$ cat config.mk
export PLATFORM = sky130hd
export DESIGN_NAME = instrCache
export DESIGN_NICKNAME = d
export VERILOG_FILES = /design/src/design/memPkg.sv /design/src/design/instrCache.sv
export SDC_FILE = /design/constraint.sdc
export NUM_CORES = 2
export LEC_CHECK = 0
export BUFFER_PORTS_ARGS = -buffer_cell sky130_fd_sc_hd__clkbuf_2
export CAP_MARGIN = 20
export CORE_MARGIN = 4
export CORE_UTILIZATION = 30
export CTS_CLUSTER_SIZE = 14
export DETAILED_ROUTE_END_ITERATION = 8
export PLACE_DENSITY = 0.44
export SLEW_MARGIN = 20
export SYNTH_ARGS = -nofsm -noshare
export SYNTH_HDL_FRONTEND = slang
export SYNTH_SLANG_ARGS = --single-unit
$ cat constraint.sdc
create_clock -name clk -period 7.6 [get_ports clk]
set_input_delay 1.52 -clock clk [delete_from_list [all_inputs] [get_ports clk]]
set_output_delay 1.52 -clock clk [all_outputs]
set_load 0.02 [all_outputs]
$ cat src/design/memPkg.sv
`default_nettype none

package memPkg;

  // Cache geometry, shared by both caches
  localparam int BlockWords = 4;
  localparam int NumLines = 16;

  // Backing memory
  localparam int MemWords = 1024;
  // Cycles from first request to ready
  localparam int MemLatency = 2;

  // Bus widths
  localparam int AddrWidth = 32;
  localparam int DataWidth = 32;

  // Address split: tag | index | word | byte
  localparam int ByteOffBits = 2;
  localparam int WordBits = $clog2(BlockWords);
  localparam int IndexBits = $clog2(NumLines);
  localparam int TagBits = AddrWidth - IndexBits - WordBits - ByteOffBits;

  // Word index into the memory array
  localparam int MemIndexBits = $clog2(MemWords);
  // Latency counter width
  localparam int LatCountBits = $clog2(MemLatency + 1);

  // Cache controller states
  // WriteOut is only reached by the data cache
  typedef enum logic [1:0] {
    Idle,
    Refill,
    Single,
    WriteOut
  } cacheState;

endpackage

`default_nettype wire
$ cat src/design/instrCache.sv
`timescale 1ns/1ps
`default_nettype none

module instrCache (
  input  logic                         clk,
  input  logic                         reset,
  input  logic                         enable,
  input  logic                         invalidate,
  input  logic                         fetchReq,
  input  logic [memPkg::AddrWidth-1:0] fetchAddr,
  output logic [memPkg::DataWidth-1:0] instr,
  output logic                         instrStall,
  output logic                         busReq,
  output logic [memPkg::AddrWidth-1:0] busAddr,
  input  logic                         busReady,
  input  logic [memPkg::DataWidth-1:0] busRData
);
  import memPkg::*;

  // Line storage, one word per entry
  logic [TagBits-1:0]   tagArr [NumLines];
  logic [DataWidth-1:0] dataArr [NumLines*BlockWords];
  logic [NumLines-1:0]  validArr;

  cacheState            state;
  logic [TagBits-1:0]   tag;
  logic [IndexBits-1:0] index;
  logic [WordBits-1:0]  wordSel;
  logic [IndexBits-1:0] fillIndex;
  logic [WordBits-1:0]  fillWord;
  logic                 hit;
  logic                 fillWe;
  logic                 singleDone;
  logic [DataWidth-1:0] singleData;

  // Fetch address fields
  assign tag     = fetchAddr[AddrWidth-1 -: TagBits];
  assign index   = fetchAddr[ByteOffBits+WordBits +: IndexBits];
  assign wordSel = fetchAddr[ByteOffBits +: WordBits];
  // Refill position tracked in the bus address
  assign fillIndex = busAddr[ByteOffBits+WordBits +: IndexBits];
  assign fillWord  = busAddr[ByteOffBits +: WordBits];

  // Hits only count while idle and enabled
  assign hit = (state == Idle) && enable && validArr[index] && (tagArr[index] == tag);
  assign instrStall = fetchReq && !(hit || singleDone);
  assign instr = singleDone ? singleData : dataArr[{index, wordSel}];

  assign fillWe = (state == Refill) && busReq && busReady;

  always_ff @(posedge clk) begin
    if (fillWe) begin
      dataArr[{fillIndex, fillWord}] <= busRData;
      tagArr[fillIndex] <= busAddr[AddrWidth-1 -: TagBits];
    end
    // Uncached word held for one cycle
    if ((state == Single) && busReady) begin
      singleData <= busRData;
    end
  end

  always_ff @(posedge clk) begin
    if (reset) begin
      state      <= Idle;
      busReq     <= 1'b0;
      busAddr    <= '0;
      validArr   <= '0;
      singleDone <= 1'b0;
    end else begin
      case (state)
        Idle: begin
          // Finished single fetch is consumed here
          if (singleDone) begin
            singleDone <= 1'b0;
          end else if (fetchReq && !hit) begin
            busReq <= 1'b1;
            if (enable) begin
              state <= Refill;
              // Start at word zero of the line
              busAddr <= {tag, index, {WordBits{1'b0}}, {ByteOffBits{1'b0}}};
              validArr[index] <= 1'b0;
            end else begin
              state   <= Single;
              busAddr <= fetchAddr;
            end
          end
        end
        Refill: begin
          if (busReq && busReady) begin
            // Drop request for one cycle between words
            busReq <= 1'b0;
            if (&fillWord) begin
              validArr[fillIndex] <= 1'b1;
              state <= Idle;
            end else begin
              busAddr[ByteOffBits +: WordBits] <= fillWord + 1'b1;
            end
          end else if (!busReq) begin
            busReq <= 1'b1;
          end
        end
        Single: begin
          if (busReady) begin
            busReq     <= 1'b0;
            singleDone <= 1'b1;
            state      <= Idle;
          end
        end
        default: state <= Idle;
      endcase
      // Invalidate wins over a fill finishing
      if (invalidate) begin
        validArr <= '0;
      end
    end
  end

endmodule

`default_nettype wire

; After elaboration in Yosys (flattened, before gate mapping)
; Memory sizes are Yosys's and may differ from the RTL's.
; Cells that the tools add are included.
[totals]
wordCells = 89
output_inout_bits = 66
ff_bits = 84
ram_bits = 2432
memories = 2
[mem_list]
columns = name, depth, width, read_ports, rd_ports_with_merged_regs, write_ports, line
row1 = dataArr, 64, 32, 1, 0, 1, instrCache.sv:22  ; logic [DataWidth-1:0] dataArr [NumLines*BlockWords];
row2 = tagArr, 16, 24, 1, 0, 1, instrCache.sv:21  ; logic [TagBits-1:0] tagArr [NumLines];
[op_classes]
reduce_logical = 26
bitwise = 4
n_addsub = 1
muxes = 35
order_cmp = 4
n_eq_ne = 10
[op_table]
columns = cell, count
row1 = $mux W16, 5
row2 = $mux W32, 1
row3 = $pmux W16 S2, 1
row4 = $eq A24 B24 Y1, 1
row5 = $and A16 B16 Y16, 1
row6 = $mux W2, 8
row7 = $not A16 Y16, 1
row8 = $or A16 B16 Y16, 1
row9 = $mux W4, 3
row10 = $logic_and A1 B1 Y1, 11
row11 = $lt A4 B5 Y1 const B, 2
row12 = $mux W1, 10
row13 = $reduce_and A5 Y1, 2
row14 = $demux W1 S4, 2
row15 = $ge A4 B1 Y1 const B, 2
row16 = $ne A2 B2 Y1 const B, 4
row17 = $ne A2 B1 Y1 const B, 3
row18 = $pmux W2 S3, 1
row19 = $reduce_and A6 Y1, 1
row20 = $bmux W1 S4, 1
row21 = $pmux W2 S2, 1
row22 = $reduce_and A2 Y1, 2
row23 = $reduce_and A4 Y1, 1
row24 = $reduce_bool A2 Y1, 2
row25 = 12 further kinds, 13

; Logic depth before layout (Yosys ltp)
[logic_depth]
ltp_word = 10
mapped_depth = 16
depth_no_buf = 9

; Worst setup path before layout
; No wires, ideal clock.
[synth_timing]
path_type = input port to output port
start = in fetchAddr[2] (netlist name)
end = out instr[16] (netlist name)
path_buffers = 5
path_stages = 10
arrival_ns = 4.259
slack_ns = 1.821
required_time_ns = 6.080
cell_sequence = buf_2 > buf_2 > buf_2 > buf_2 > buf_2 > mux4_2 > a22oi_1 > nand4_1 > a2111oi_0 > a21oi_1
[synth_between]
elab_chain_len = 2
[synth_rtl]
columns = element, line
row1 = from (decl), instrCache.sv:10  ; input logic [memPkg::AddrWidth-1:0] fetchAddr,
row2 = $mem_v2 Z64 W32, n/a
row3 = $mux W32, instrCache.sv:47  ; assign instr = singleDone ? singleData : dataArr[{index, wordSel}];
row4 = to (decl), instrCache.sv:11  ; output logic [memPkg::DataWidth-1:0] instr,
; No other way between the ends.

; Worst setup path in the final report
[layout_timing]
start = in fetchAddr[3] (netlist name)
end = out instr[19] (netlist name)
; The elaborated chain is that of the path after synthesis.

==> impl_summary.log <==
[metrics] status: finished, final reports clean
[metrics] aggregate routed wire length: 323000 µm
[metrics] max-cap violations: 0
[metrics] vias in the first global route: ~50000
[metrics] GP Congestion: 0.810
[metrics] detailed-route wire length per cell: between 30 and 40 µm
[metrics] post-synthesis cell count: 4382
[metrics] CP Data Required Time: 6.08 ns
[metrics] crit start category: input port
[metrics] CP cell instances: buf_8 -> buf_12 -> mux4_2 -> nand2_1 -> o21ai_0 -> mux4_2 -> a211oi_1 -> o21ai_0 -> clkbuf_2
[metrics] buffer and inverter count on the worst path: 3
[metrics] clock buffers created by TritonCTS: 284
[metrics] Design Area, Final: 114000 µm²
[metrics] ys flop type: sky130_fd_sc_hd__edfxtp_1
[metrics] Area Growth Syn to Fin: 17.4%
[metrics] placed cell areas: 105000 µm²
[metrics] clock tree sinks: 2516
[metrics] Async S/R FF share, synth: 0
[metrics] drt first-iter violations: 5870
[metrics] Placeable Area: 321000 µm²
[metrics] global-route usage over all layers: 0.191
[metrics] starting utilization of the core area: 0.301
[metrics] Relative slew margins: 0.206
[metrics] total number of vias: 49200
[metrics] net count after synthesis: between 4000 and 5000
[metrics] fin crit period: 6.91 ns
[metrics] highest cell delay on the worst timing path: 0.66 ns
[metrics] clock tree from TritonCTS: done
[metrics] Clock Tree Buf Depth: 4
[metrics] worst clock skew on the final layout: 0.0960 ns
[metrics] input/output buffers: 135
[metrics] library cell used as clock root buffer: sky130_fd_sc_hd__clkbuf_16
[metrics] Syn Area/Cell: 22.1 µm²
[metrics] kind of critical path: input port to output pin
[metrics] Worst Tran Pin Value: 1.19 ns
[metrics] router iterations before antenna repair: 5
[metrics] total negative slack for setup checks: 0 ns
[metrics] Cell Rows: 208
[metrics] placed wire-length estimate after detailed placement: 192000 µm
[metrics] pwr dens: 265 nW/µm²
[metrics] Period Utilization, post-route: 0.909
[metrics] pin count of the biggest net entering global routing: 81
[metrics] achievable clock frequency: 145 MHz
[metrics] final net count: 4885
[metrics] DRT antenna net count: 0
[metrics] clock insertion delay at the later pin of the skew report: ~0.87 ns
[metrics] Die Height: between 500 and 600 µm
[metrics] Crit-path slowest cell: sky130_fd_sc_hd__a211oi_1
[metrics] total of cells resized after clock tree synthesis: 0
[metrics] setup-violating endpoint count in the final report: 0
[metrics] width of the die: roughly 580 µm
[metrics] Total Power Consumption: 30.1 mW
[metrics] CP endpoint kind: output pin
[metrics] number of fill cells in the layout: 29800
[metrics] number of vias per cell after detailed routing: 5.27
[metrics] floorplan die area: 332000 µm²
[metrics] post-synthesis sequential area ratio: 0.776
[metrics] count of distinct cell types in the synthesized netlist: 72
[metrics] first-pass GRT wire length: about 440000 µm
[metrics] Hold Vio Cnt, Final: 0
[metrics] Max rail drop VDD: 213 µV
[metrics] antenna violations before repair: 19
[metrics] Cell Area, Synth: 96700 µm²
[metrics] class of the tightest hold or removal check: register to register
[metrics] number of flip-flops and latches in the synthesized netlist: ~2500
[metrics] number of warnings printed during yosys synthesis: 0
[metrics] category of cells accounting for the largest share of critical-path delay: compound AO/OA/AOI/OAI gates
[metrics] DRC violation count after routing: 0
[metrics] total congestion overflow: 0
[metrics] clock slew at reported path FFs: ~0.06 ns
[metrics] RSZ-0062 raised after global routing: false
[metrics] I/O pin count: 136
[metrics] hold-fix buffer count after cts: 0
[metrics] fraction of final layout cells sized beyond drive strength 1: 0.306
[metrics] leakage power summed over all cells: 35.1 nW
[metrics] Data arrival, critical path: 5.39 ns
[metrics] Slew Viols, Final: 0
[metrics] H-tree level count: 5
[metrics] EDFF count, synth: 2464
[metrics] buffer count from post-CTS setup fixing: 0
[metrics] maximum fanout along the worst path: 80
## layer usage
metal  GRT usage  vias to the layer above  wire length (µm)
met5           0                        -                41
met4      0.0452                        6              7790
met3      0.0280                      396             18500
met2       0.308                     1749            155000
met1       0.272                    27600            142000
li1            -                    19500                 -
## synth_stat cells (7+ instances only)
cell,count,share of area
sky130_fd_sc_hd__nand2b_1,7,0.00045
sky130_fd_sc_hd__nand3_1,50,0.0026
sky130_fd_sc_hd__mux2_2,30,0.0035
sky130_fd_sc_hd__nand4_1,12,0.00078
sky130_fd_sc_hd__edfxtp_1,2464,0.76
sky130_fd_sc_hd__a22oi_1,104,0.0081
sky130_fd_sc_hd__mux4_2,629,0.15
sky130_fd_sc_hd__a21oi_1,100,0.0052
sky130_fd_sc_hd__xnor2_1,10,0.00091
sky130_fd_sc_hd__o22ai_1,13,0.00084
sky130_fd_sc_hd__a31oi_1,18,0.0012
sky130_fd_sc_hd__o21ai_1,30,0.0016
sky130_fd_sc_hd__nor3_1,21,0.0011
sky130_fd_sc_hd__mux2i_1,118,0.012
sky130_fd_sc_hd__dfxtp_1,52,0.011
sky130_fd_sc_hd__a22o_1,18,0.0016
sky130_fd_sc_hd__nand2_1,76,0.0029
sky130_fd_sc_hd__inv_1,33,0.0013
sky130_fd_sc_hd__buf_2,77,0.0040
sky130_fd_sc_hd__o211ai_1,8,0.00062
sky130_fd_sc_hd__xor2_1,7,0.00063
sky130_fd_sc_hd__buf_1,11,0.00043
sky130_fd_sc_hd__o21ai_0,54,0.0028
sky130_fd_sc_hd__a221oi_1,14,0.0013
sky130_fd_sc_hd__nor2_1,149,0.0058
sky130_fd_sc_hd__buf_4,20,0.0016
sky130_fd_sc_hd__a211oi_1,10,0.00078
sky130_fd_sc_hd__clkbuf_1,116,0.0045
sky130_fd_sc_hd__buf_6,12,0.0014
## power by group
group	switching [mW]	internal, mW
clock network	5.63	7.54
logic	1.02	0.542
registers	0.0748	15.3
total	6.72	23.3
## worst paths after layout
kind / depth (start not counted) / slack, ns / endpoint / from
worst min register to register: 2 / 0.49 / busAddr[1] / busAddr[1]
worst max register to register: 7 / 3.26 / dataArr[10][12] / state[0]
worst max-delay path: 9 / 0.69 / instr[19] / fetchAddr[3]
worst min-delay path: 2 / 0.49 / busAddr[1] / busAddr[1]
## registers in the layout, summed over array words and instances (netlist names)
register,cells
singleDone,1
singleData,32
dataArr,2048
validArr,16
state,2
busReq,1
tagArr,384
busAddr,32
## final cells by class
type | instances | area, µm² | share of cell area
inverters | 36 | 135 | 0.00119
repair buffers | 382 | 3080 | 0.0272
diodes | 2 | 5.00 | 0.0000441
flip-flops and latches | 2516 | 75000 | 0.661
clock buffers | 357 | 7510 | 0.0661
well taps | 4305 | 5390 | 0.0474
multi-input cells | 1594 | 21100 | 0.186
clock inverters | 142 | 1260 | 0.0111
## stage by stage
stage	utilization	setup slack [ns]	hold WS, ns	std cells
2_1_floorplan	-	1.82	0.503	4382
3_3_place_gp	0.325	0.838	0.465	8823
3_5_place_dp	0.326	0.870	0.483	8833
4_1_cts	0.354	0.872	0.491	9332
5_1_grt	0.354	0.772	0.528	9332
6_report	0.354	0.690	0.492	9334
## logic make-up (layout without fill, tap and decap cells)
family	Yosys count	after routing	share of synthesized area
compound gates	433	433	0.0298
xor+xnor	18	18	0.00171
fa+ha+maj	1	1	0.000129
buf+inv	272	917	0.0133
flops	2516	2516	0.776
mux	778	778	0.162
other cells	0	2	0
simple gates	364	364	0.0173
## worst register-to-register path, stage by stage, from the launching register on
cell and delay (ns):
sky130_fd_sc_hd__dfxtp_1 0.44, sky130_fd_sc_hd__inv_1 0.13, sky130_fd_sc_hd__nor2_1 0.33, sky130_fd_sc_hd__nand3_1 0.16
sky130_fd_sc_hd__nor2_1 0.39, sky130_fd_sc_hd__nand2_1 0.75, sky130_fd_sc_hd__nor2_4 1.09, sky130_fd_sc_hd__buf_4 0.67
## placed cells by master (no fill, tap or decap), drive strengths merged, types with 52 or more instances in the layout
cell	synthesis	layout
nor2	151	151
a22oi	104	104
clkbuf	116	478
buf	120	261
edfxtp	2464	2464
clkinv	3	115
mux4	629	629
o21ai	84	84
a21oi	100	100
mux2i	118	118
nand2	77	77
dfxtp	52	52
No activity file was read; power rests on OpenSTA's default activity.
