$ cat src/design/memPkg.sv
`default_nettype none

package memPkg;

  // Cache geometry, shared by both caches
  localparam int BlockWords = 4;
  localparam int NumLines = 16;

  // Backing memory
  localparam int MemWords = 1024;
  // Cycles from first request to ready
  localparam int MemLatency = 2;

  // Bus widths
  localparam int AddrWidth = 32;
  localparam int DataWidth = 32;

  // Address split: tag | index | word | byte
  localparam int ByteOffBits = 2;
  localparam int WordBits = $clog2(BlockWords);
  localparam int IndexBits = $clog2(NumLines);
  localparam int TagBits = AddrWidth - IndexBits - WordBits - ByteOffBits;

  // Word index into the memory array
  localparam int MemIndexBits = $clog2(MemWords);
  // Latency counter width
  localparam int LatCountBits = $clog2(MemLatency + 1);

  // Cache controller states
  // WriteOut is only reached by the data cache
  typedef enum logic [1:0] {
    Idle,
    Refill,
    Single,
    WriteOut
  } cacheState;

endpackage

`default_nettype wire
$ cat src/design/dataCache.sv
`timescale 1ns/1ps
`default_nettype none

module dataCache (
  input  logic                         clk,
  input  logic                         reset,
  input  logic                         enable,
  input  logic                         invalidate,
  input  logic                         memRead,
  input  logic                         memWrite,
  input  logic [memPkg::AddrWidth-1:0] dataAddr,
  input  logic [memPkg::DataWidth-1:0] writeData,
  input  logic [3:0]                   byteMask,
  output logic [memPkg::DataWidth-1:0] readData,
  output logic                         dataStall,
  output logic                         busReq,
  output logic                         busWrite,
  output logic [memPkg::AddrWidth-1:0] busAddr,
  output logic [memPkg::DataWidth-1:0] busWData,
  output logic [3:0]                   busMask,
  input  logic                         busReady,
  input  logic [memPkg::DataWidth-1:0] busRData
);
  import memPkg::*;

  logic [TagBits-1:0]   tagArr [NumLines];
  logic [DataWidth-1:0] dataArr [NumLines*BlockWords];
  logic [NumLines-1:0]  validArr;

  cacheState            state;
  logic [TagBits-1:0]   tag;
  logic [IndexBits-1:0] index;
  logic [WordBits-1:0]  wordSel;
  logic [TagBits-1:0]   busTag;
  logic [IndexBits-1:0] busIndex;
  logic [WordBits-1:0]  busWord;
  logic                 hit;
  logic                 busLineHit;
  logic                 fillWe;
  logic                 updateWe;
  logic                 accessDone;
  logic [DataWidth-1:0] holdData;

  assign tag     = dataAddr[AddrWidth-1 -: TagBits];
  assign index   = dataAddr[ByteOffBits+WordBits +: IndexBits];
  assign wordSel = dataAddr[ByteOffBits +: WordBits];
  assign busTag   = busAddr[AddrWidth-1 -: TagBits];
  assign busIndex = busAddr[ByteOffBits+WordBits +: IndexBits];
  assign busWord  = busAddr[ByteOffBits +: WordBits];

  assign hit = (state == Idle) && enable && validArr[index] && (tagArr[index] == tag);
  // Store target already cached, enabled or not
  assign busLineHit = validArr[busIndex] && (tagArr[busIndex] == busTag);

  // Reads may hit, writes always go to the bus
  assign dataStall = (memRead || memWrite) && !(accessDone || (memRead && hit));
  assign readData  = accessDone ? holdData : dataArr[{index, wordSel}];

  assign fillWe   = (state == Refill) && busReq && busReady;
  assign updateWe = (state == WriteOut) && busReady && busLineHit;

  always_ff @(posedge clk) begin
    if (fillWe) begin
      dataArr[{busIndex, busWord}] <= busRData;
      tagArr[busIndex] <= busTag;
    end else if (updateWe) begin
      // Merge the stored bytes into the cached word
      for (int b = 0; b < 4; b++) begin
        if (busMask[b]) begin
          dataArr[{busIndex, busWord}][8*b +: 8] <= busWData[8*b +: 8];
        end
      end
    end
    if ((state == Single) && busReady) begin
      holdData <= busRData;
    end
  end

  always_ff @(posedge clk) begin
    if (reset) begin
      state      <= Idle;
      busReq     <= 1'b0;
      busWrite   <= 1'b0;
      busAddr    <= '0;
      validArr   <= '0;
      accessDone <= 1'b0;
    end else begin
      case (state)
        Idle: begin
          if (accessDone) begin
            accessDone <= 1'b0;
          end else if (memWrite) begin
            // Write-through, no allocate on a miss
            state    <= WriteOut;
            busReq   <= 1'b1;
            busWrite <= 1'b1;
            busAddr  <= dataAddr;
            busWData <= writeData;
            busMask  <= byteMask;
          end else if (memRead && !hit) begin
            busReq   <= 1'b1;
            busWrite <= 1'b0;
            busMask  <= 4'hf;
            if (enable) begin
              state   <= Refill;
              busAddr <= {tag, index, {WordBits{1'b0}}, {ByteOffBits{1'b0}}};
              validArr[index] <= 1'b0;
            end else begin
              state   <= Single;
              busAddr <= dataAddr;
            end
          end
        end
        Refill: begin
          if (busReq && busReady) begin
            busReq <= 1'b0;
            if (&busWord) begin
              validArr[busIndex] <= 1'b1;
              state <= Idle;
            end else begin
              busAddr[ByteOffBits +: WordBits] <= busWord + 1'b1;
            end
          end else if (!busReq) begin
            busReq <= 1'b1;
          end
        end
        // Single reads and write-through share the finish
        Single, WriteOut: begin
          if (busReady) begin
            busReq     <= 1'b0;
            busWrite   <= 1'b0;
            accessDone <= 1'b1;
            state      <= Idle;
          end
        end
        default: state <= Idle;
      endcase
      if (invalidate) begin
        validArr <= '0;
      end
    end
  end

endmodule

`default_nettype wire

$ cat config.mk
export PLATFORM = sky130hd
export DESIGN_NAME = dataCache
export DESIGN_NICKNAME = d
export VERILOG_FILES = /design/src/design/memPkg.sv /design/src/design/dataCache.sv
export SDC_FILE = /design/constraint.sdc
export NUM_CORES = 2
export LEC_CHECK = 0
export ABC_AREA = 1
export BUFFER_PORTS_ARGS = -buffer_cell sky130_fd_sc_hd__buf_4
export CAP_MARGIN = 20
export CORE_ASPECT_RATIO = 0.5
export CORE_MARGIN = 10
export CORE_UTILIZATION = 30
export DETAILED_ROUTE_END_ITERATION = 7
export PLACE_DENSITY = 0.47
export SLEW_MARGIN = 5
export SYNTH_ARGS = -nofsm -noshare
export SYNTH_HDL_FRONTEND = slang
export SYNTH_SLANG_ARGS = --single-unit
export TNS_END_PERCENT = 1
$ cat constraint.sdc
create_clock -name clk -period 6.22 [get_ports clk]
set_input_delay 0.622 -clock clk [delete_from_list [all_inputs] [get_ports clk]]
set_output_delay 0.622 -clock clk [all_outputs]
set_load 0.02 [all_outputs]
=== Word-level counts from Yosys, hierarchy flattened ===
Memories as Yosys holds them, arrays and structs flattened. A register that Yosys moved wholly into a read port is not among the register bits.
Index checks and enable logic that the tools add are counted.

* Flip-flop bits (word level): 121
* RAM bits: 2,432
* Input port bits: 107
* Output and inout port bits: 103
* Logic and storage cells: 144
* Memories kept: 2

* Add/sub/neg operators: 1
* Magnitude comparators: 4
* Equal/unequal tests: 14
* Muxes and demuxes: 69
* Bitwise gates (word level): 9
* Reductions and logical operators: 35

{| class="wikitable"
|+ Memory list
! memory !! words !! bits a word !! rd ports !! clocked after memory_dff !! write ports !! RTL line !! RTL
|-
| dataArr || 64 || 32 || 1 || 0 || 1 || dataCache.sv:27 || <nowiki>logic [DataWidth-1:0] dataArr [NumLines*BlockWords];</nowiki>
|-
| tagArr || 16 || 24 || 2 || 1 || 1 || dataCache.sv:26 || <nowiki>logic [TagBits-1:0] tagArr [NumLines];</nowiki>
|}

{| class="wikitable"
|+ Operators by type and width
! cell !! number
|-
| two-way mux 16 bit || 6
|-
| two-way mux 32 bit || 3
|-
| == test 24 bit || 2
|-
| two-way mux 8 bit || 4
|-
| case mux 16 bit (2 select lines) || 1
|-
| two-way mux 1 bit || 31
|-
| two-way mux 4 bit || 6
|-
| two-way mux 2 bit || 9
|-
| bitwise AND 16 bit || 1
|-
| NOT 16 bit || 1
|-
| OR 16 bit || 1
|-
| logical AND 1 bit || 15
|-
| AND reduction 4 bit || 3
|-
| < comparator 4 x 5 -> 1 bit (second input constant) || 2
|-
| inequality test 2 bit (second input constant) || 5
|-
| AND reduction 5 bit || 2
|-
| binary-select mux 1 bit (select 4 bit) || 2
|-
| demux 1 bit (select 4 bit) || 2
|-
| greater-or-equal comparator 4 x 1 -> 1 bit (second input constant) || 2
|-
| AND reduction 7 bit || 1
|-
| inequality test 2 x 1 -> 1 bit (second input constant) || 3
|-
| case mux 2 bit (3 select lines) || 1
|-
| AND reduction 3 bit || 2
|-
| nonzero test 2 bit || 3
|-
| other kinds (14) || 24
|}

=== Longest topological paths before layout ===
* Word-level depth: 11
* Depth in mapped cells: 24
* Depth with buffers taken out: 21

=== Worst setup path after synthesis ===
No wires, ideal clock.

* Kind: in2reg
* Start: input reset
* End: register busWData[0] (netlist bit), enable pin
* Library setup time: 0.502 ns
* Arrival: 3.909 ns
* Required time: 5.718 ns
* Path slack: 1.809 ns
* Stages on the path: 2
* Buffers on the path: 1
* Cells stage by stage: clkbuf_1 > nor4_1

* Word-level cells in the longest chain between the ends: 2

{| class="wikitable"
|+ Ends and longest elaborated chain
! element !! RTL line !! RTL
|-
| start: declaration || dataCache.sv:6 || <nowiki>input logic reset,</nowiki>
|-
| NOT 1 bit (no line) || n/a ||
|-
| AND reduction 4 bit (no line) || n/a ||
|-
| end signal: assignment || dataCache.sv:98 || <nowiki>busWData <= writeData;</nowiki>
|-
| end: declaration || dataCache.sv:19 || <nowiki>output logic [memPkg::DataWidth-1:0] busWData,</nowiki>
|}

Every way passes these cells.
A chain may end at the register's enable or synchronous reset.

=== Final worst setup path ===
* Start: input dataAddr[5] (netlist bit)
* End: output dataStall

* Word-level cells in the longest chain between the ends: 8
* Elaborated cells on any way between the ends: 10
* Those cells by class: eq/ne (1); mux (2); reduce/logical (6); memory (1)

{| class="wikitable"
|+ Ends and longest elaborated chain
! element !! RTL line !! RTL
|-
| start: declaration || dataCache.sv:11 || <nowiki>input logic [memPkg::AddrWidth-1:0] dataAddr,</nowiki>
|-
| branches (longest 3 deep; another with memory read (16 x 24 bit)) || n/a ||
|-
| logical AND 1 bit * || dataCache.sv:51 || <nowiki>assign hit = (state == Idle) && enable && validArr[index] && (tagArr[index] == tag);</nowiki>
|-
| logical AND 1 bit * || dataCache.sv:56 || <nowiki>assign dataStall = (memRead || memWrite) && !(accessDone || (memRead && hit));</nowiki>
|-
| logical OR 1 bit * || dataCache.sv:56 ||
|-
| zero test 1 bit * || dataCache.sv:56 ||
|-
| logical AND 1 bit * || dataCache.sv:56 ||
|-
| end: declaration || dataCache.sv:15 || <nowiki>output logic dataStall,</nowiki>
|}

Mark *: on every way between the ends. The select of a mux whose other input is x is not followed.

==> results <==
- Together, buffers and inverters on the worst path number 5.
- The max-capacitance violation count is 0.
- Entering global routing, the biggest net connects 157 pins.
- The endpoint identified for the worst register-to-register timing path is dataArr[41][22].
- The layer flagged by global routing as most heavily used is met2.
- In this run the worst setup path begins at dataAddr[5].
- The cell family contributing the most delay on the critical path is buffers and inverters.
- Counting the fill cells in the layout gives between 30000 and 40000.
- The least setup slack across all paths after layout is 1.19 ns.
- The count of yosys warnings during synthesis is 0.
- The initial detailed-routing violation count is between 9000 and 10000.
- The normalized max-slew margin is between 10% and 20%.
- The critical path crosses 18 cells after its start point.
- The type of the worst setup path is in -> out.
- The critical path capture point type is an output port.
- At the later pin of the worst-skew pair, clock insertion delay measures between 0.8 and 0.9 ns.
- The largest total area in the synthesized netlist belongs to edfxtp_1.
- For this configuration, the core starts out at a cell density of between 30% and 40%.
- Counting I/O delays and the setup requirement, the final critical path takes approximately 5.0 ns.
- The flip-flop cell with the highest count after synthesis is edfxtp_1.
- The cell with the largest stage delay on the worst path is buf_4.
- The fraction of the yosys area taken by sequential cells is between 70% and 80%.
- The number of antenna violations at the first check in global routing came to 35.
- The number of cells on the worst reg-to-reg path is 18.
- Global routing used 30.5% of the available met2 tracks.
- The post-detailed-route DRC marker count is 0.
- The count of final max-slew check failures is 0.
- For this block, the routed nets add up to about 390000 um of wire.
- Summing over every cut layer, the via total after detailed routing is approximately 76000.
- The startpoint type of the worst setup path is an input port.
- The termination of the worst setup path is dataStall.
- The run finished with clean final reports.
- Routability-driven placement finished with a final weighted congestion of between 0.8 and 0.9.
- Between clock sinks in the finished design, the worst skew comes to approximately 0.095 ns.
- The worst setup slack for register-to-register paths is between 1 and 1.5 ns.
- The maximum root-to-sink buffer count is 4.
- The required time at the worst-slack endpoint is ~5.6 ns.
- The die boundary height is 441 um.
- The number of setup violations in the final report is 0.
- Summed over all nets, the half-perimeter wirelength after detailed placement is around 240000 um.
- Yosys mapped a number of flops with a built-in enable equal to 2500.
- The setup TNS after final layout is 0 ns.
- The total congestion overflow is 0.
- The delay contributed by the slowest stage of the critical path is 0.62 ns.
- In this run the core area contains around 150 standard-cell rows.
- The growth of design area from synthesis to finish is 17.2%.
- The number of failing hold endpoints at the final stage is 0.
- The power density relative to cell area is around 330 nW/um^2.
- At the placement stage, the worst setup path has a slack of 0.780 ns.
- The proportion of layout cells with a drive suffix above 1 is about an eighth.
- The final core utilization is 35.4%.
- The highest achievable clock rate is roughly 0.20 GHz.
- Setup repair after global routing left no endpoint under its margin.
- In this run the static leakage power is approximately 42 nW.
- After synthesis the netlist holds a flip-flop and latch count of 2557.
- After floorplanning, the core was sized to cover about 350000 um^2.
- In this run the horizontal extent of the chip is about 860 um.
- The remaining antenna violation count is 0.
- TritonCTS built the clock tree.
- The worst hold slack is about 0.053 ns.
- The number of different library cells used by synthesis comes to 52.
- For this run, the post-layout net count is around 9600.
- VDD sags by at most 239 uV.
- The tree is rooted in a clkbuf_16.
- By instance count, the cell type seen most on the critical path is nand2_1.
- Data arrives at the worst endpoint at 4.41 ns.
- The I/O pin count is 210.
- The number of instances in the synthesized netlist is 9064.
- In this run the tool buffered the top-level ports with 209 buffer cells.
- The share of the clock period used by the worst path is 80.9%.
- Dividing the detail-routed via count by the number of cells gives ~5.3.
- The number of clock buffers added by TritonCTS is ~270.
- In the final routed layout, each cell accounts on average for 27.2 um.
- Synthesis produced a netlist with a net count of 9172.
- The clock net in this run drives a total of ~2600 sinks.
- For this run, the total global-route usage over all layers was measured as roughly a fifth.
- The via count of the first global-routing pass came to between 70000 and 80000.
- The path class of the tightest hold or removal check is in -> reg.
- The detailed-router iteration count before antenna repair is 8.
- The synthesized area is 106000 um^2.
- The number of cells traversed by the worst hold path is 2.
- The post-cts repair resize count is 0.
- The die covers 380000 um^2.
- The met3 usage is 3.95%.
- The met1 routing resource usage after global routing is between 20% and 30%.
- The fraction of registers with async set or reset after synthesis is 0%.
- A synthesized cell averages about 12 um^2.
- The fraction of post-synthesis cell area in the top cell type by area is 70.6%.
- The largest fanout on the critical path is 35.
- At the pin with the least slew margin, the transition time is around 1.2 ns.
- The global-route wire length before repair is approximately 550000 um.
- After clock tree synthesis, the clock-pin slew on the worst setup and hold paths is about 0.06 ns.
- The H-tree generated during clock tree synthesis spans 5 levels.
- In the post-synthesis netlist, the biggest area contributors are edfxtp_1 (71%), o21ai_0 (6.2%), nand2_1 (5.1%).
- The signal on the critical path passes through buf_4 -> clkinv_2 -> nor2_4 -> buf_4 -> a21oi_1 -> nand2_1 -> nand2_1 -> nand2_1 -> inv_1 -> nand2_1 -> nand2_1 -> nor2_1 -> nand3_1 -> nor2_1 -> nand2_1 -> nand2_1 -> a21oi_1 -> buf_4.
how the worst min path moves through the flow:
stage,endpoint,startpoint,slack (ns)
2_1_floorplan,validArr[3],validArr[3],0.48
3_3_place_gp,tagArr[11][17],busAddr[25],0.50
3_5_place_dp,tagArr[11][17],busAddr[25],0.48
4_1_cts,busMask[2],byteMask[2],0.0009
5_1_grt,busMask[2],byteMask[2],0.02
6_report,busMask[2],byteMask[2],0.05
cells by family after synthesis:
logic type,Yosys count,synth area share [%]
and+or+nand+nor,3105,11.4
DFF,2557,71.6
AOI/OAI and AO/OA,2555,13.4
buffers and inverters,841,3.44
xor gates and xnor gates,5,0.0412
adders and majority gates,1,0.0118
what timing repair did:
item                      in CTS  in global routing
hold endpoints to repair      68                  0
hold buffers                  66                  0
setup buffers                  0                  0
area by class of cell:
cell class / instances / area (um^2) / share of cell area, %
multi-input combinational: 5666 / 26800 / 21.5
timing repair buffer: 783 / 6680 / 5.36
clock inverter: 117 / 978 / 0.785
antenna: 35 / 87.6 / 0.0703
tap: 4680 / 5860 / 4.70
clock buffer: 347 / 7220 / 5.79
inverter: 212 / 836 / 0.670
sequential: 2557 / 76200 / 61.1
state kept, by name (all words and copies together) (netlist names), named ones only:
| name | flops |
|---|---|
| dataArr | 2048 |
| tagArr | 384 |
| busAddr | 32 |
| busWData | 32 |
| holdData | 32 |
| validArr | 16 |
| busMask | 4 |
| state | 2 |
| accessDone | 1 |
| busReq | 1 |
| busWrite | 1 |
power by group:
part	internal [mW]	total [mW]	leakage [nW]	switching, mW
logic	1.58	6.05	14.8	4.47
clock network	8.82	15.7	4.04	6.87
registers	19.4	19.7	23.0	0.344
routing by layer:
metal | up-vias | wire length, um
met5 | - | 184
met4 | 14 | 13300
met3 | 576 | 31400
met2 | 3155 | 176000
met1 | 38300 | 171000
li1 | 33900 | -
cells in the mapped netlist, types with 5 or more instances:
| cell type | number |
|---|---|
| o21bai_1 | 11 |
| o21ai_0 | 1323 |
| clkbuf_1 | 416 |
| buf_1 | 44 |
| o221ai_1 | 10 |
| a21o_1 | 9 |
| buf_4 | 18 |
| a211oi_1 | 11 |
| edfxtp_1 | 2500 |
| o211ai_1 | 68 |
| buf_2 | 112 |
| or2_2 | 9 |
| nand2_1 | 1436 |
| nor2_1 | 1390 |
| a22oi_1 | 5 |
| buf_6 | 39 |
| a21oi_1 | 406 |
| o21ai_1 | 52 |
| a221oi_1 | 36 |
| nor3_1 | 27 |
| nand4_1 | 51 |
| a22o_1 | 54 |
| dfxtp_1 | 57 |
| nand3_1 | 173 |
| inv_1 | 203 |
| a41oi_1 | 34 |
| a31oi_1 | 7 |
| o22ai_1 | 509 |
through the flow:
stage | std cells | cell area (um^2) | power [mW]
after global placement | 13800 | 116000 | 26.1
after CTS | 14400 | 125000 | 41.7
after detailed placement | 13800 | 116000 | 26.1
after global routing | 14400 | 125000 | 42.9
final | 14400 | 125000 | 41.5
after floorplan | 9064 | 106000 | 23.3
cell usage in the layout (no fill, tap or decap), types with 9 or more instances in the layout:
cell type,count
o211ai_1,68
nand2_1,1403
clkinv_2,47
a21oi_1,406
o22ai_1,509
nor3_1,26
a221oi_1,36
dlygate4sd3_1,66
nand4_1,51
o21ai_1,52
a22o_1,54
o221ai_1,10
a211oi_1,11
clkbuf_16,276
diode_2,35
nand3_1,173
nor2_4,24
o21ai_0,1323
inv_6,11
nand2_2,35
clkinv_1,45
o21bai_1,11
inv_1,196
buf_12,46
clkbuf_1,66
nor2_2,15
nor2_1,1355
buf_4,662
bufinv_16,15
edfxtp_1,2500
a21o_1,9
a41oi_1,34
dfxtp_1,53
or2_2,9
No activity file was read; power rests on OpenSTA's default activity.
