File: src/design/memPkg.sv
`default_nettype none

package memPkg;

  // Cache geometry, shared by both caches
  localparam int BlockWords = 4;
  localparam int NumLines = 16;

  // Backing memory
  localparam int MemWords = 1024;
  // Cycles from first request to ready
  localparam int MemLatency = 2;

  // Bus widths
  localparam int AddrWidth = 32;
  localparam int DataWidth = 32;

  // Address split: tag | index | word | byte
  localparam int ByteOffBits = 2;
  localparam int WordBits = $clog2(BlockWords);
  localparam int IndexBits = $clog2(NumLines);
  localparam int TagBits = AddrWidth - IndexBits - WordBits - ByteOffBits;

  // Word index into the memory array
  localparam int MemIndexBits = $clog2(MemWords);
  // Latency counter width
  localparam int LatCountBits = $clog2(MemLatency + 1);

  // Cache controller states
  // WriteOut is only reached by the data cache
  typedef enum logic [1:0] {
    Idle,
    Refill,
    Single,
    WriteOut
  } cacheState;

endpackage

`default_nettype wire
File: src/design/busArbiter.sv
`timescale 1ns/1ps
`default_nettype none

module busArbiter (
  input  logic                         clk,
  input  logic                         reset,
  input  logic                         iReq,
  input  logic [memPkg::AddrWidth-1:0] iAddr,
  input  logic                         dReq,
  input  logic                         dWrite,
  input  logic [memPkg::AddrWidth-1:0] dAddr,
  input  logic [memPkg::DataWidth-1:0] dWData,
  input  logic [3:0]                   dMask,
  output logic                         iReady,
  output logic                         dReady,
  output logic                         memReq,
  output logic                         memWrite,
  output logic [memPkg::AddrWidth-1:0] memAddr,
  output logic [memPkg::DataWidth-1:0] memWData,
  output logic [3:0]                   memMask,
  input  logic                         memReady
);

  // Transfer in flight and who owns it
  logic busy;
  logic ownerData;
  logic grantData;

  // Data side wins only on an idle bus
  assign grantData = busy ? ownerData : dReq;

  assign memReq   = grantData ? dReq : iReq;
  assign memWrite = grantData && dWrite;
  assign memAddr  = grantData ? dAddr : iAddr;
  // Only the data cache writes
  assign memWData = dWData;
  assign memMask  = dMask;

  // Ready goes back to the owner only
  assign dReady = memReady && grantData;
  assign iReady = memReady && !grantData;

  always_ff @(posedge clk) begin
    if (reset) begin
      busy      <= 1'b0;
      ownerData <= 1'b0;
    end else if (busy && memReady) begin
      busy <= 1'b0;
    end else if (!busy && memReq) begin
      // Lock the owner for the whole word
      busy      <= 1'b1;
      ownerData <= grantData;
    end
  end

endmodule

`default_nettype wire

File: config.mk
export PLATFORM = sky130hd
export DESIGN_NAME = busArbiter
export DESIGN_NICKNAME = d
export VERILOG_FILES = /design/src/design/memPkg.sv /design/src/design/busArbiter.sv
export SDC_FILE = /design/constraint.sdc
export NUM_CORES = 1
export LEC_CHECK = 0
export BUFFER_PORTS_ARGS = -buffer_cell sky130_fd_sc_hd__buf_2
export CORE_AREA = 2 2 69 71
export CTS_BUF_LIST = sky130_fd_sc_hd__clkbuf_2 sky130_fd_sc_hd__clkbuf_4 sky130_fd_sc_hd__clkbuf_8
export CTS_CLUSTER_DIAMETER = 50
export CTS_CLUSTER_SIZE = 16
export DETAILED_ROUTE_END_ITERATION = 10
export DIE_AREA = 0 0 71 73
export PLACE_DENSITY = 0.64
export SLEW_MARGIN = 10
export SYNTH_ARGS = -nofsm -noshare
export SYNTH_HDL_FRONTEND = slang
export SYNTH_SLANG_ARGS = --single-unit
File: constraint.sdc
create_clock -name clk -period 2.3 [get_ports clk]
set_input_delay 0.23 -clock clk [delete_from_list [all_inputs] [get_ports clk]]
set_output_delay 0.23 -clock clk [all_outputs]
set_load 0.02 [all_outputs]
Word level (Yosys, flattened, before mapping)
Index checks and enable logic that the tools add are counted.
- mux-type cells: 3
- bitwise gates (word level): 1
- reduce and logical (&&, ||, !) cells: 9
- operators with widths (cell ; number):
    32-bit two-way mux ; 1
    1-bit logical AND ; 5
    1-bit zero test ; 2
    1-bit two-way mux ; 2
    2-bit AND reduction ; 1
    2-bit OR reduction ; 1
    1-bit NOT ; 1
- flip-flop bits (word level): 2
- input bits: 106
- output and inout bits: 72
- word-level logic and storage cells: 15

Logic depth before layout (Yosys ltp)
Gate-level depths: netlist (run 1).
- depth after elaboration: 4
- gate-level depth with buffers: 4
- depth with buffers taken out: 3

Least setup slack after synthesis (run 1)
No wires, ideal clock.
- path kind: register -> output
- start point: register busy
- end point: output port memAddr[3] in the netlist's numbering
- arrival time: 1424 ps
- required time: 2070 ps
- path slack: 646 ps
- cell stages (with the launch flop): 5
- path buffers: 1
- cells stage by stage: dfxtp_1 -> nand2b_1 -> a21boi_4 -> buf_6 -> mux2_1
- word-level cells in the longest chain between the ends: 2
- ends and longest elaborated chain (what ; RTL line ; source):
    from (decl) ; busArbiter.sv:25 ; logic busy;
    from (signal assigned) ; busArbiter.sv:45 ; busy <= 1'b0;
    from (signal assigned) ; busArbiter.sv:48 ; busy <= 1'b0;
    from (signal assigned) ; busArbiter.sv:51 ; busy <= 1'b1;
    1-bit two-way mux ; busArbiter.sv:30 ; assign grantData = busy ? ownerData : dReq;
    32-bit two-way mux ; busArbiter.sv:34 ; assign memAddr = grantData ? dAddr : iAddr;
    to (decl) ; busArbiter.sv:18 ; output logic [memPkg::AddrWidth-1:0] memAddr,
No other way between the ends.

Worst setup path after layout (run 1)
- start point: register busy
- end point: output port memAddr[9] in the netlist's numbering
The elaborated chain is that of the path after synthesis.

==> results of run 1 <==
## per-stage QoR
stage	std cells	instance area, um^2	setup WS [ns]	util, %
finish	211	1140	0.257	25.1
global route	211	1140	0.178	25.1
CTS	211	1140	0.234	25.1
detailed placement	208	1100	0.452	24.2
global placement	208	1100	0.492	24.2
floorplan	86	793	0.646	-
## flip-flops by register name, indices dropped and copies added (netlist names)
register	cells
busy	1
ownerData	1
## final cells by class
| class | instances | area [um^2] |
|---|---|---|
| inverter | 1 | 3.75 |
| tap | 54 | 67.6 |
| timing repair buffer | 107 | 541 |
| multi-input combinational | 44 | 445 |
| sequential | 2 | 40.0 |
| clock buffer | 3 | 41.3 |
| fill | 487 | 3400 |
## critical path: stages, from the launching register on
cell and delay, ns:
dfxtp_1 0.42, nand2b_1 0.16, a21boi_4 0.17, buf_4 0.28
mux2_2 0.39, buf_2 0.16
## cells in the mapped netlist (all sizes together) (2+ instances only)
master | n | area share [%]
buf | 39 | 38
mux2 | 32 | 45
a21oi | 2 | 1.3
dfxtp | 2 | 5.0
nor2b | 2 | 1.6
## power by group through the flow
stage / logic [mW] / registers [mW] / clock network, mW
after floorplan: 0.285 / 0.0423 / 0
after global placement: 0.305 / 0.0428 / 0
after detailed placement: 0.309 / 0.0430 / 0
after CTS: 0.310 / 0.0424 / 0.145
after global routing: 0.326 / 0.0430 / 0.150
final: 0.305 / 0.0423 / 0.141
## final timing paths
check        cells past startpoint  slack [ns]                    from                      to
max                              5        0.26       busy$_SDFFE_PP0P_              memAddr[9]
min                              2        0.20                   reset  ownerData$_SDFFE_PP0P_
max reg2reg                      2        1.52       busy$_SDFFE_PP0P_  ownerData$_SDFFE_PP0P_
min reg2reg                      2        0.55  ownerData$_SDFFE_PP0P_  ownerData$_SDFFE_PP0P_
## cell families (layout without fill, tap and decap cells)
| group | count (synthesis) | in the layout | synth area share, % |
|---|---|---|---|
| muxes | 33 | 33 | 46.7 |
| and+or+nand+nor | 6 | 6 | 4.26 |
| buffers and inverters | 40 | 111 | 38.8 |
| DFF | 2 | 2 | 5.05 |
| AOI/OAI and AO/OA | 5 | 5 | 5.21 |
## metal layers
metal	up-vias	routed length (um)	global-route usage, %
li1	400	-	-
met1	360	616	5.61
met2	92	1300	16.3
met3	16	472	2.62
met4	0	91	6.50
met5	-	0	0
==> results.yml, run 1 <==
yosys:
  synth-seq-area-share_pct: 5.05
  yosysUniqueCellTypes: 16
  synth_nets: 192
  synth-main-ff-cell: "dfxtp_1"
  ys_ff_latch: 2
  synth_area_um2: 793
  ys_async_sr_fraction_pct: 0
  synth_edf_count: 0
  synth_cells: 86
  yosysWarningCount: 0
  syn_avg_cell_area_um2: 9.22
timing:
  rsz0062_at_grt: "false"
  hold_viol: 0
  min_period_over_period_pct: 88.8
  tightest_slew_ns: 0.264
  finalCriticalPeriod_ns: 2.04
  slew_violations: 0
  fmax_ghz: 0.490
  relSlewSlack_pct: 82.4
  hold_ws_ns: 0.197
  skew_ns: 0.00436
  setup_violations: 0
  tns_ns: 0
drt:
  initialDrtViolationCount: 1
  num_vias: 868
  drc: 0
  via_per_inst: 4.11
  postRouteAntennaNets: 0
  post_drt_wl_per_cell_um: 11.8
  drt_pass1_iterations: 2
  totalWireLength_mm: 2.48
grt:
  grt_pass1_vias: 730
  grtUsageTotal_pct: 7.91
  grt_pass1_wl_mm: 3.13
  grt_max_degree: 23
  antenna_found_initial: 0
  gr-total-overflow: 0
layout:
  area_growth_pct: 43.5
  drive_above_1_share_pct: 90.4
  diodes: 0
  final_nets: 265
  final_cell_mix: "105 x buf_2, 31 x mux2_2, 3 x clkbuf_8"
  final_common_cell: "buf_2"
floorplan:
  pin_count: 178
  initial_utilization_pct: 17.5
  rows: 25
  die_area_um2: 5180
  die_h_um: 73
  core_area_um2: 4540
  die_x_um: 71
job:
  cap_violations: 0
clock_network:
  ctsHoldBuffers: 0
  cts.sinks: 2
  clk_pin_slew_ns: 0.03
  cts-root-buf: "clkbuf_8"
  numCtsBuffers: 3
  clock_path_buffers: 2
  h-tree-depth: 1
  cts_tree: "yes"
  post_cts_resized: 0
  insertion_delay_ns: 0.21
  cts_setup_buffers: 0
placed_design:
  dp_hpwl_mm: 2.27
  io_buffers: 105
  gp_congestion: 0.694
worst_setup_path:
  crit_required_ns: 2.07
  cp_max_fo: 22
  arrival_ns: 1.81
  startpoint_type: "register"
  endpoint_kind: "output pin"
  crit_type: "reg -> out"
power_and_ir_drop:
  switchingPower_mw: 0.189
  report.power.total_mw: 0.488
  combPwrFrac_pct: 62.5
  powerDensity_nw_per_um2: 428
  ir_drop_mv: 0.118
  seq_power_share_pct: 8.7
  p_sw_share_pct: 38.7
  p_int_mw: 0.299
  clockPowerShare_pct: 28.8
  leakage_nw: 0.627
outcome:
  status: "finished clean"
min_path:
  hold_class: "in -> reg"
No activity file was read; power rests on OpenSTA's default activity.
==> inputs of run 2 (changes only) <==
--- a/config.mk
+++ b/config.mk
@@ -12,7 +12,7 @@
 export CTS_CLUSTER_SIZE = 16
 export DETAILED_ROUTE_END_ITERATION = 10
 export DIE_AREA = 0 0 71 73
-export PLACE_DENSITY = 0.64
+export PLACE_DENSITY = 0.69
 export SLEW_MARGIN = 10
 export SYNTH_ARGS = -nofsm -noshare
 export SYNTH_HDL_FRONTEND = slang
==> results.yml, run 2 (synthesis gave the netlist of run 1 again) <==
timing:
  finalCriticalPeriod_ns: 1.98
  fmax_ghz: 0.505
  relSlewSlack_pct: 85.2
  skew_ns: 0.00585
  fin_ws_ns: 0.322
  min_period_over_period_pct: 86.0
  rsz0062_at_grt: "false"
  tns_ns: 0
  tightest_slew_ns: 0.222
  slew_violations: 0
  setup_violations: 0
  hold_viol: 0
power_and_ir_drop:
  leakage_nw: 0.628
  ir_drop_mv: 0.124
  p_int_mw: 0.301
  switchingPower_mw: 0.186
  clockPowerShare_pct: 28.4
  powerDensity_nw_per_um2: 426
  seq_power_share_pct: 8.7
  p_sw_share_pct: 38.2
  combPwrFrac_pct: 62.9
drt:
  postRouteAntennaNets: 0
  initialDrtViolationCount: 8
  num_vias: 848
  totalWireLength_mm: 2.30
  drt_pass1_iterations: 2
  post_drt_wl_per_cell_um: 10.9
  via_per_inst: 4.04
  drc: 0
worst_setup_path:
  crit_required_ns: 2.07
  startpoint_type: "register"
  cp_slowest_stage_delay_ns: 0.43
  worstReg2RegStart: "busy$_SDFFE_PP0P_"
  critical_path.cell_chain: "nand2b_1 > a21boi_4 > buf_12 > mux2_2 > buf_2"
  endpoint_kind: "output pin"
  crit_type: "reg -> out"
  cpMaxStageDelayCell: "dfxtp_1"
  arrival_ns: 1.75
  cp_max_fo: 35
  r2r_slack_ns: 1.51
  r2r_end: "busy$_SDFFE_PP0P_"
  r2r_cells: 2
placed_design:
  gp_congestion: 0.706
  io_buffers: 105
  dp_hpwl_mm: 2.01
  place_inst: 207
  pre_cts_ws_ns: 0.519
floorplan:
  pin_count: 178
  core_area_um2: 4540
  die_x_um: 71
  initial_utilization_pct: 17.5
  die_h_um: 73
  rows: 25
  die_area_um2: 5180
layout:
  final_nets: 264
  drive_above_1_share_pct: 90.4
  reg_top3: "busy: 1 flops, ownerData: 1 flops"
  final_cell_mix: "105 x buf_2, 31 x mux2_2, 3 x clkbuf_8"
  area_growth_pct: 44.2
  diodes: 0
  final_cells: 210
  final_common_cell: "buf_2"
clock_network:
  ctsHoldBuffers: 0
  clk_pin_slew_ns: 0.03
  insertion_delay_ns: 0.21
  clock_path_buffers: 2
  cts_setup_buffers: 0
  cts_tree: "yes"
  cts.sinks: 2
  cts-root-buf: "clkbuf_8"
  h-tree-depth: 1
  post_cts_resized: 0
  numCtsBuffers: 3
grt:
  grtUsageTotal_pct: 7.28
  grt_pass1_vias: 695
  gr-total-overflow: 0
  grt_pass1_wl_mm: 2.91
  grt_max_degree: 36
  antenna_found_initial: 0
min_path:
  whs_path_depth: 2
  hold_start: "reset"
  hold_class: "in -> reg"
  whs_endpoint: "ownerData$_SDFFE_PP0P_"
outcome:
  status: "finished clean"
job:
  cap_violations: 0
## run 2: layout make-up
| cell class | count | area [um^2] |
|---|---|---|
| Clock buffer | 3 | 41.3 |
| Fill cell | 483 | 3390 |
| Inverter | 1 | 3.75 |
| Multi-Input combinational cell | 44 | 445 |
| Sequential cell | 2 | 40.0 |
| Tap cell | 54 | 67.6 |
| Timing Repair Buffer | 106 | 546 |
## run 2: metal layers
layer	global-route usage, %	part of all wire, %	vias up
met5	0	0	-
met4	4.61	2.2	0
met3	1.93	18	10
met2	14.7	51	96
met1	6.18	29	344
li1	-	-	398
## run 2: worst max path at each step
stage	start	to	slack (ns)	cells past startpoint
finish	busy$_SDFFE_PP0P_	memAddr[17]	0.32	5
global route	busy$_SDFFE_PP0P_	memAddr[17]	0.21	5
CTS	busy$_SDFFE_PP0P_	memAddr[20]	0.30	5
detailed placement	busy$_SDFFE_PP0P_	memAddr[20]	0.52	5
global placement	busy$_SDFFE_PP0P_	memAddr[20]	0.57	5
floorplan	busy$_SDFFE_PP0P_	memAddr[3]	0.65	4
## run 2: critical path, delay by kind of cell (launching register included)
family	cells	cell delay (ns)
AOI/OAI and AO/OA	1	0.19
buffers and inverters	2	0.38
DFF	1	0.43
muxes	1	0.36
and+or+nand+nor	1	0.16
## run 2: through the flow
step                power [mW]  utilization (%)  instance area, um^2  hold WS, ns
finish                   0.487             25.2                 1140        0.193
global route             0.517             25.2                 1140        0.202
CTS                      0.496             25.2                 1140        0.189
detailed placement       0.352             24.3                 1100        0.407
global placement         0.348             24.3                 1100        0.410
floorplan                0.327                -                  793        0.299
## run 2: power by group through the flow
stage / Sequential (mW) / Clock, mW / Combinational, mW
detailed placement: 0.0430 / 0 / 0.309
global route: 0.0431 / 0.148 / 0.326
finish: 0.0424 / 0.138 / 0.306
CTS: 0.0424 / 0.144 / 0.310
global placement: 0.0427 / 0 / 0.306
floorplan: 0.0423 / 0 / 0.285
==> inputs of run 3 (changes only) <==
==> constraint.sdc (replaced) <==
create_clock -name clk -period 2.3 [get_ports clk]
set_input_delay 0.46 -clock clk [delete_from_list [all_inputs] [get_ports clk]]
set_output_delay 0.46 -clock clk [all_outputs]
set_load 0.02 [all_outputs]
==> results.yml, run 3 (synthesis gave the netlist of run 1 again) <==
floorplan:
  die_x_um: 71
  core_area_um2: 4540
  initial_utilization_pct: 17.5
  rows: 25
  pin_count: 178
  die_h_um: 73
  die_area_um2: 5180
worst_setup_path:
  r2r_cells: 2
  startpoint_type: "register"
  cp_slowest_stage_delay_ns: 0.37
  cpMaxStageDelayCell: "dfxtp_2"
  cp_max_fo: 35
  crit_type: "reg -> out"
  critical_path.cell_chain: "nand2b_1 > a21boi_4 > buf_12 > mux2_2 > buf_2"
  endpoint_kind: "output pin"
  worstReg2RegStart: "ownerData$_SDFFE_PP0P_"
  arrival_ns: 1.67
  worstSetupStartpoint: "busy$_SDFFE_PP0P_"
  crit_required_ns: 1.84
grt:
  grt_max_degree: 36
  grt_pass1_vias: 730
  grt_pass1_wl_mm: 3.02
  antenna_found_initial: 0
  gr-total-overflow: 0
  grtUsageTotal_pct: 7.68
power_and_ir_drop:
  clockPowerShare_pct: 28.2
  switchingPower_mw: 0.186
  seq_power_share_pct: 8.8
  p_int_mw: 0.301
  p_sw_share_pct: 38.1
  leakage_nw: 0.628
  powerDensity_nw_per_um2: 426
  combPwrFrac_pct: 63.0
  report.power.total_mw: 0.487
  ir_drop_mv: 0.151
timing:
  fmax_ghz: 0.469
  hold_viol: 0
  tightest_slew_ns: 0.179
  setup_violations: 0
  tns_ns: 0
  relSlewSlack_pct: 88.0
  finalCriticalPeriod_ns: 2.13
  min_period_over_period_pct: 92.8
  rsz0062_at_grt: "false"
  skew_ns: 0.00428
  fin_ws_ns: 0.167
  slew_violations: 0
drt:
  postRouteAntennaNets: 0
  drc: 0
  initialDrtViolationCount: 19
  num_vias: 883
  totalWireLength_mm: 2.35
  post_drt_wl_per_cell_um: 11.2
  drt_pass1_iterations: 4
  via_per_inst: 4.20
job:
  cap_violations: 0
layout:
  drive_above_1_share_pct: 91.0
  register_area_um2: 41.3
  final_common_cell: "buf_2"
  diodes: 0
  final_cells: 210
  final_cell_mix: "105 x buf_2, 31 x mux2_2, 3 x clkbuf_8, 2 x a21oi_1, 2 x nor2b_1"
  nFillCells: 494
  final_area_um2: 1140
  multiInputGateArea_um2: 445
  reg_top3: "busy: 1 flops, ownerData: 1 flops"
  final_nets: 264
  area_growth_pct: 44.3
clock_network:
  cts_tree: "yes"
  numCtsBuffers: 3
  insertion_delay_ns: 0.21
  cts_setup_buffers: 0
  h-tree-depth: 1
  cts-root-buf: "clkbuf_8"
  cts.sinks: 2
  clock_path_buffers: 2
  clk_pin_slew_ns: 0.03
min_path:
  whs_path_depth: 2
  hold_class: "in -> reg"
  hold_start: "reset"
placed_design:
  place_inst: 207
  pre_cts_ws_ns: 0.207
  placed_area_um2: 1100
  gp_congestion: 0.706
  dp_hpwl_mm: 2.07
  io_buffers: 105
outcome:
  status: "finished clean"
## run 3: changes by cell type in the layout (fill, tap and decap cells not counted)
cell,previous run,this run
dfxtp_1,2,1
dfxtp_2,0,1
## run 3: stage by stage
| step | hold slack [ns] | util [%] |
|---|---|---|
| final | 0.422 | 25.2 |
| after global routing | 0.420 | 25.2 |
| after CTS | 0.417 | 25.2 |
| after detailed placement | 0.542 | 24.3 |
| after global placement | 0.530 | 24.3 |
| after floorplan | 0.510 | - |
## run 3: layer usage
layer | global-route usage, % | routed length, um | vias to the layer above
met3 | 2.21 | 396 | 12
met1 | 5.53 | 658 | 374
met4 | 5.24 | 63 | 0
li1 | - | - | 401
met2 | 16.5 | 1230 | 96
met5 | 0 | 0 | -
## run 3: worst max-delay path: cells and delay by family (launching register included)
| kind | cells | cell delay (ns) |
|---|---|---|
| compound gates | 1 | 0.20 |
| flops | 1 | 0.37 |
| simple gates | 1 | 0.14 |
| mux | 1 | 0.36 |
| buf+inv | 2 | 0.38 |
## run 3: repair_timing
item / CTS / global route
hold buffers: 0 / 0
endpoints found under the setup margin: 0 / 32
endpoints found under the hold margin: 0 / 0
gates resized for setup: 0 / 1
## run 3: final timing paths
| check | end | slack, ns |
|---|---|---|
| max | memAddr[12] | 0.17 |
| min | ownerData$_SDFFE_PP0P_ | 0.42 |
| max reg2reg | ownerData$_SDFFE_PP0P_ | 1.58 |
| min reg2reg | busy$_SDFFE_PP0P_ | 0.50 |
## run 3: power groups by stage
stage               combinational (mW)  sequential [mW]  clock (mW)
global placement                 0.305           0.0428           0
global route                     0.327           0.0434       0.151
finish                           0.307           0.0428       0.138
CTS                              0.312           0.0427       0.143
detailed placement               0.310           0.0432           0
floorplan                        0.285           0.0423           0
## run 3: layout make-up
cell class              count  area share [%]
clock buffers               3            3.61
well taps                  54            5.90
repair buffers            106            47.7
multi-input cells          44            38.9
inverters                   1           0.328
flip-flops and latches      2            3.61
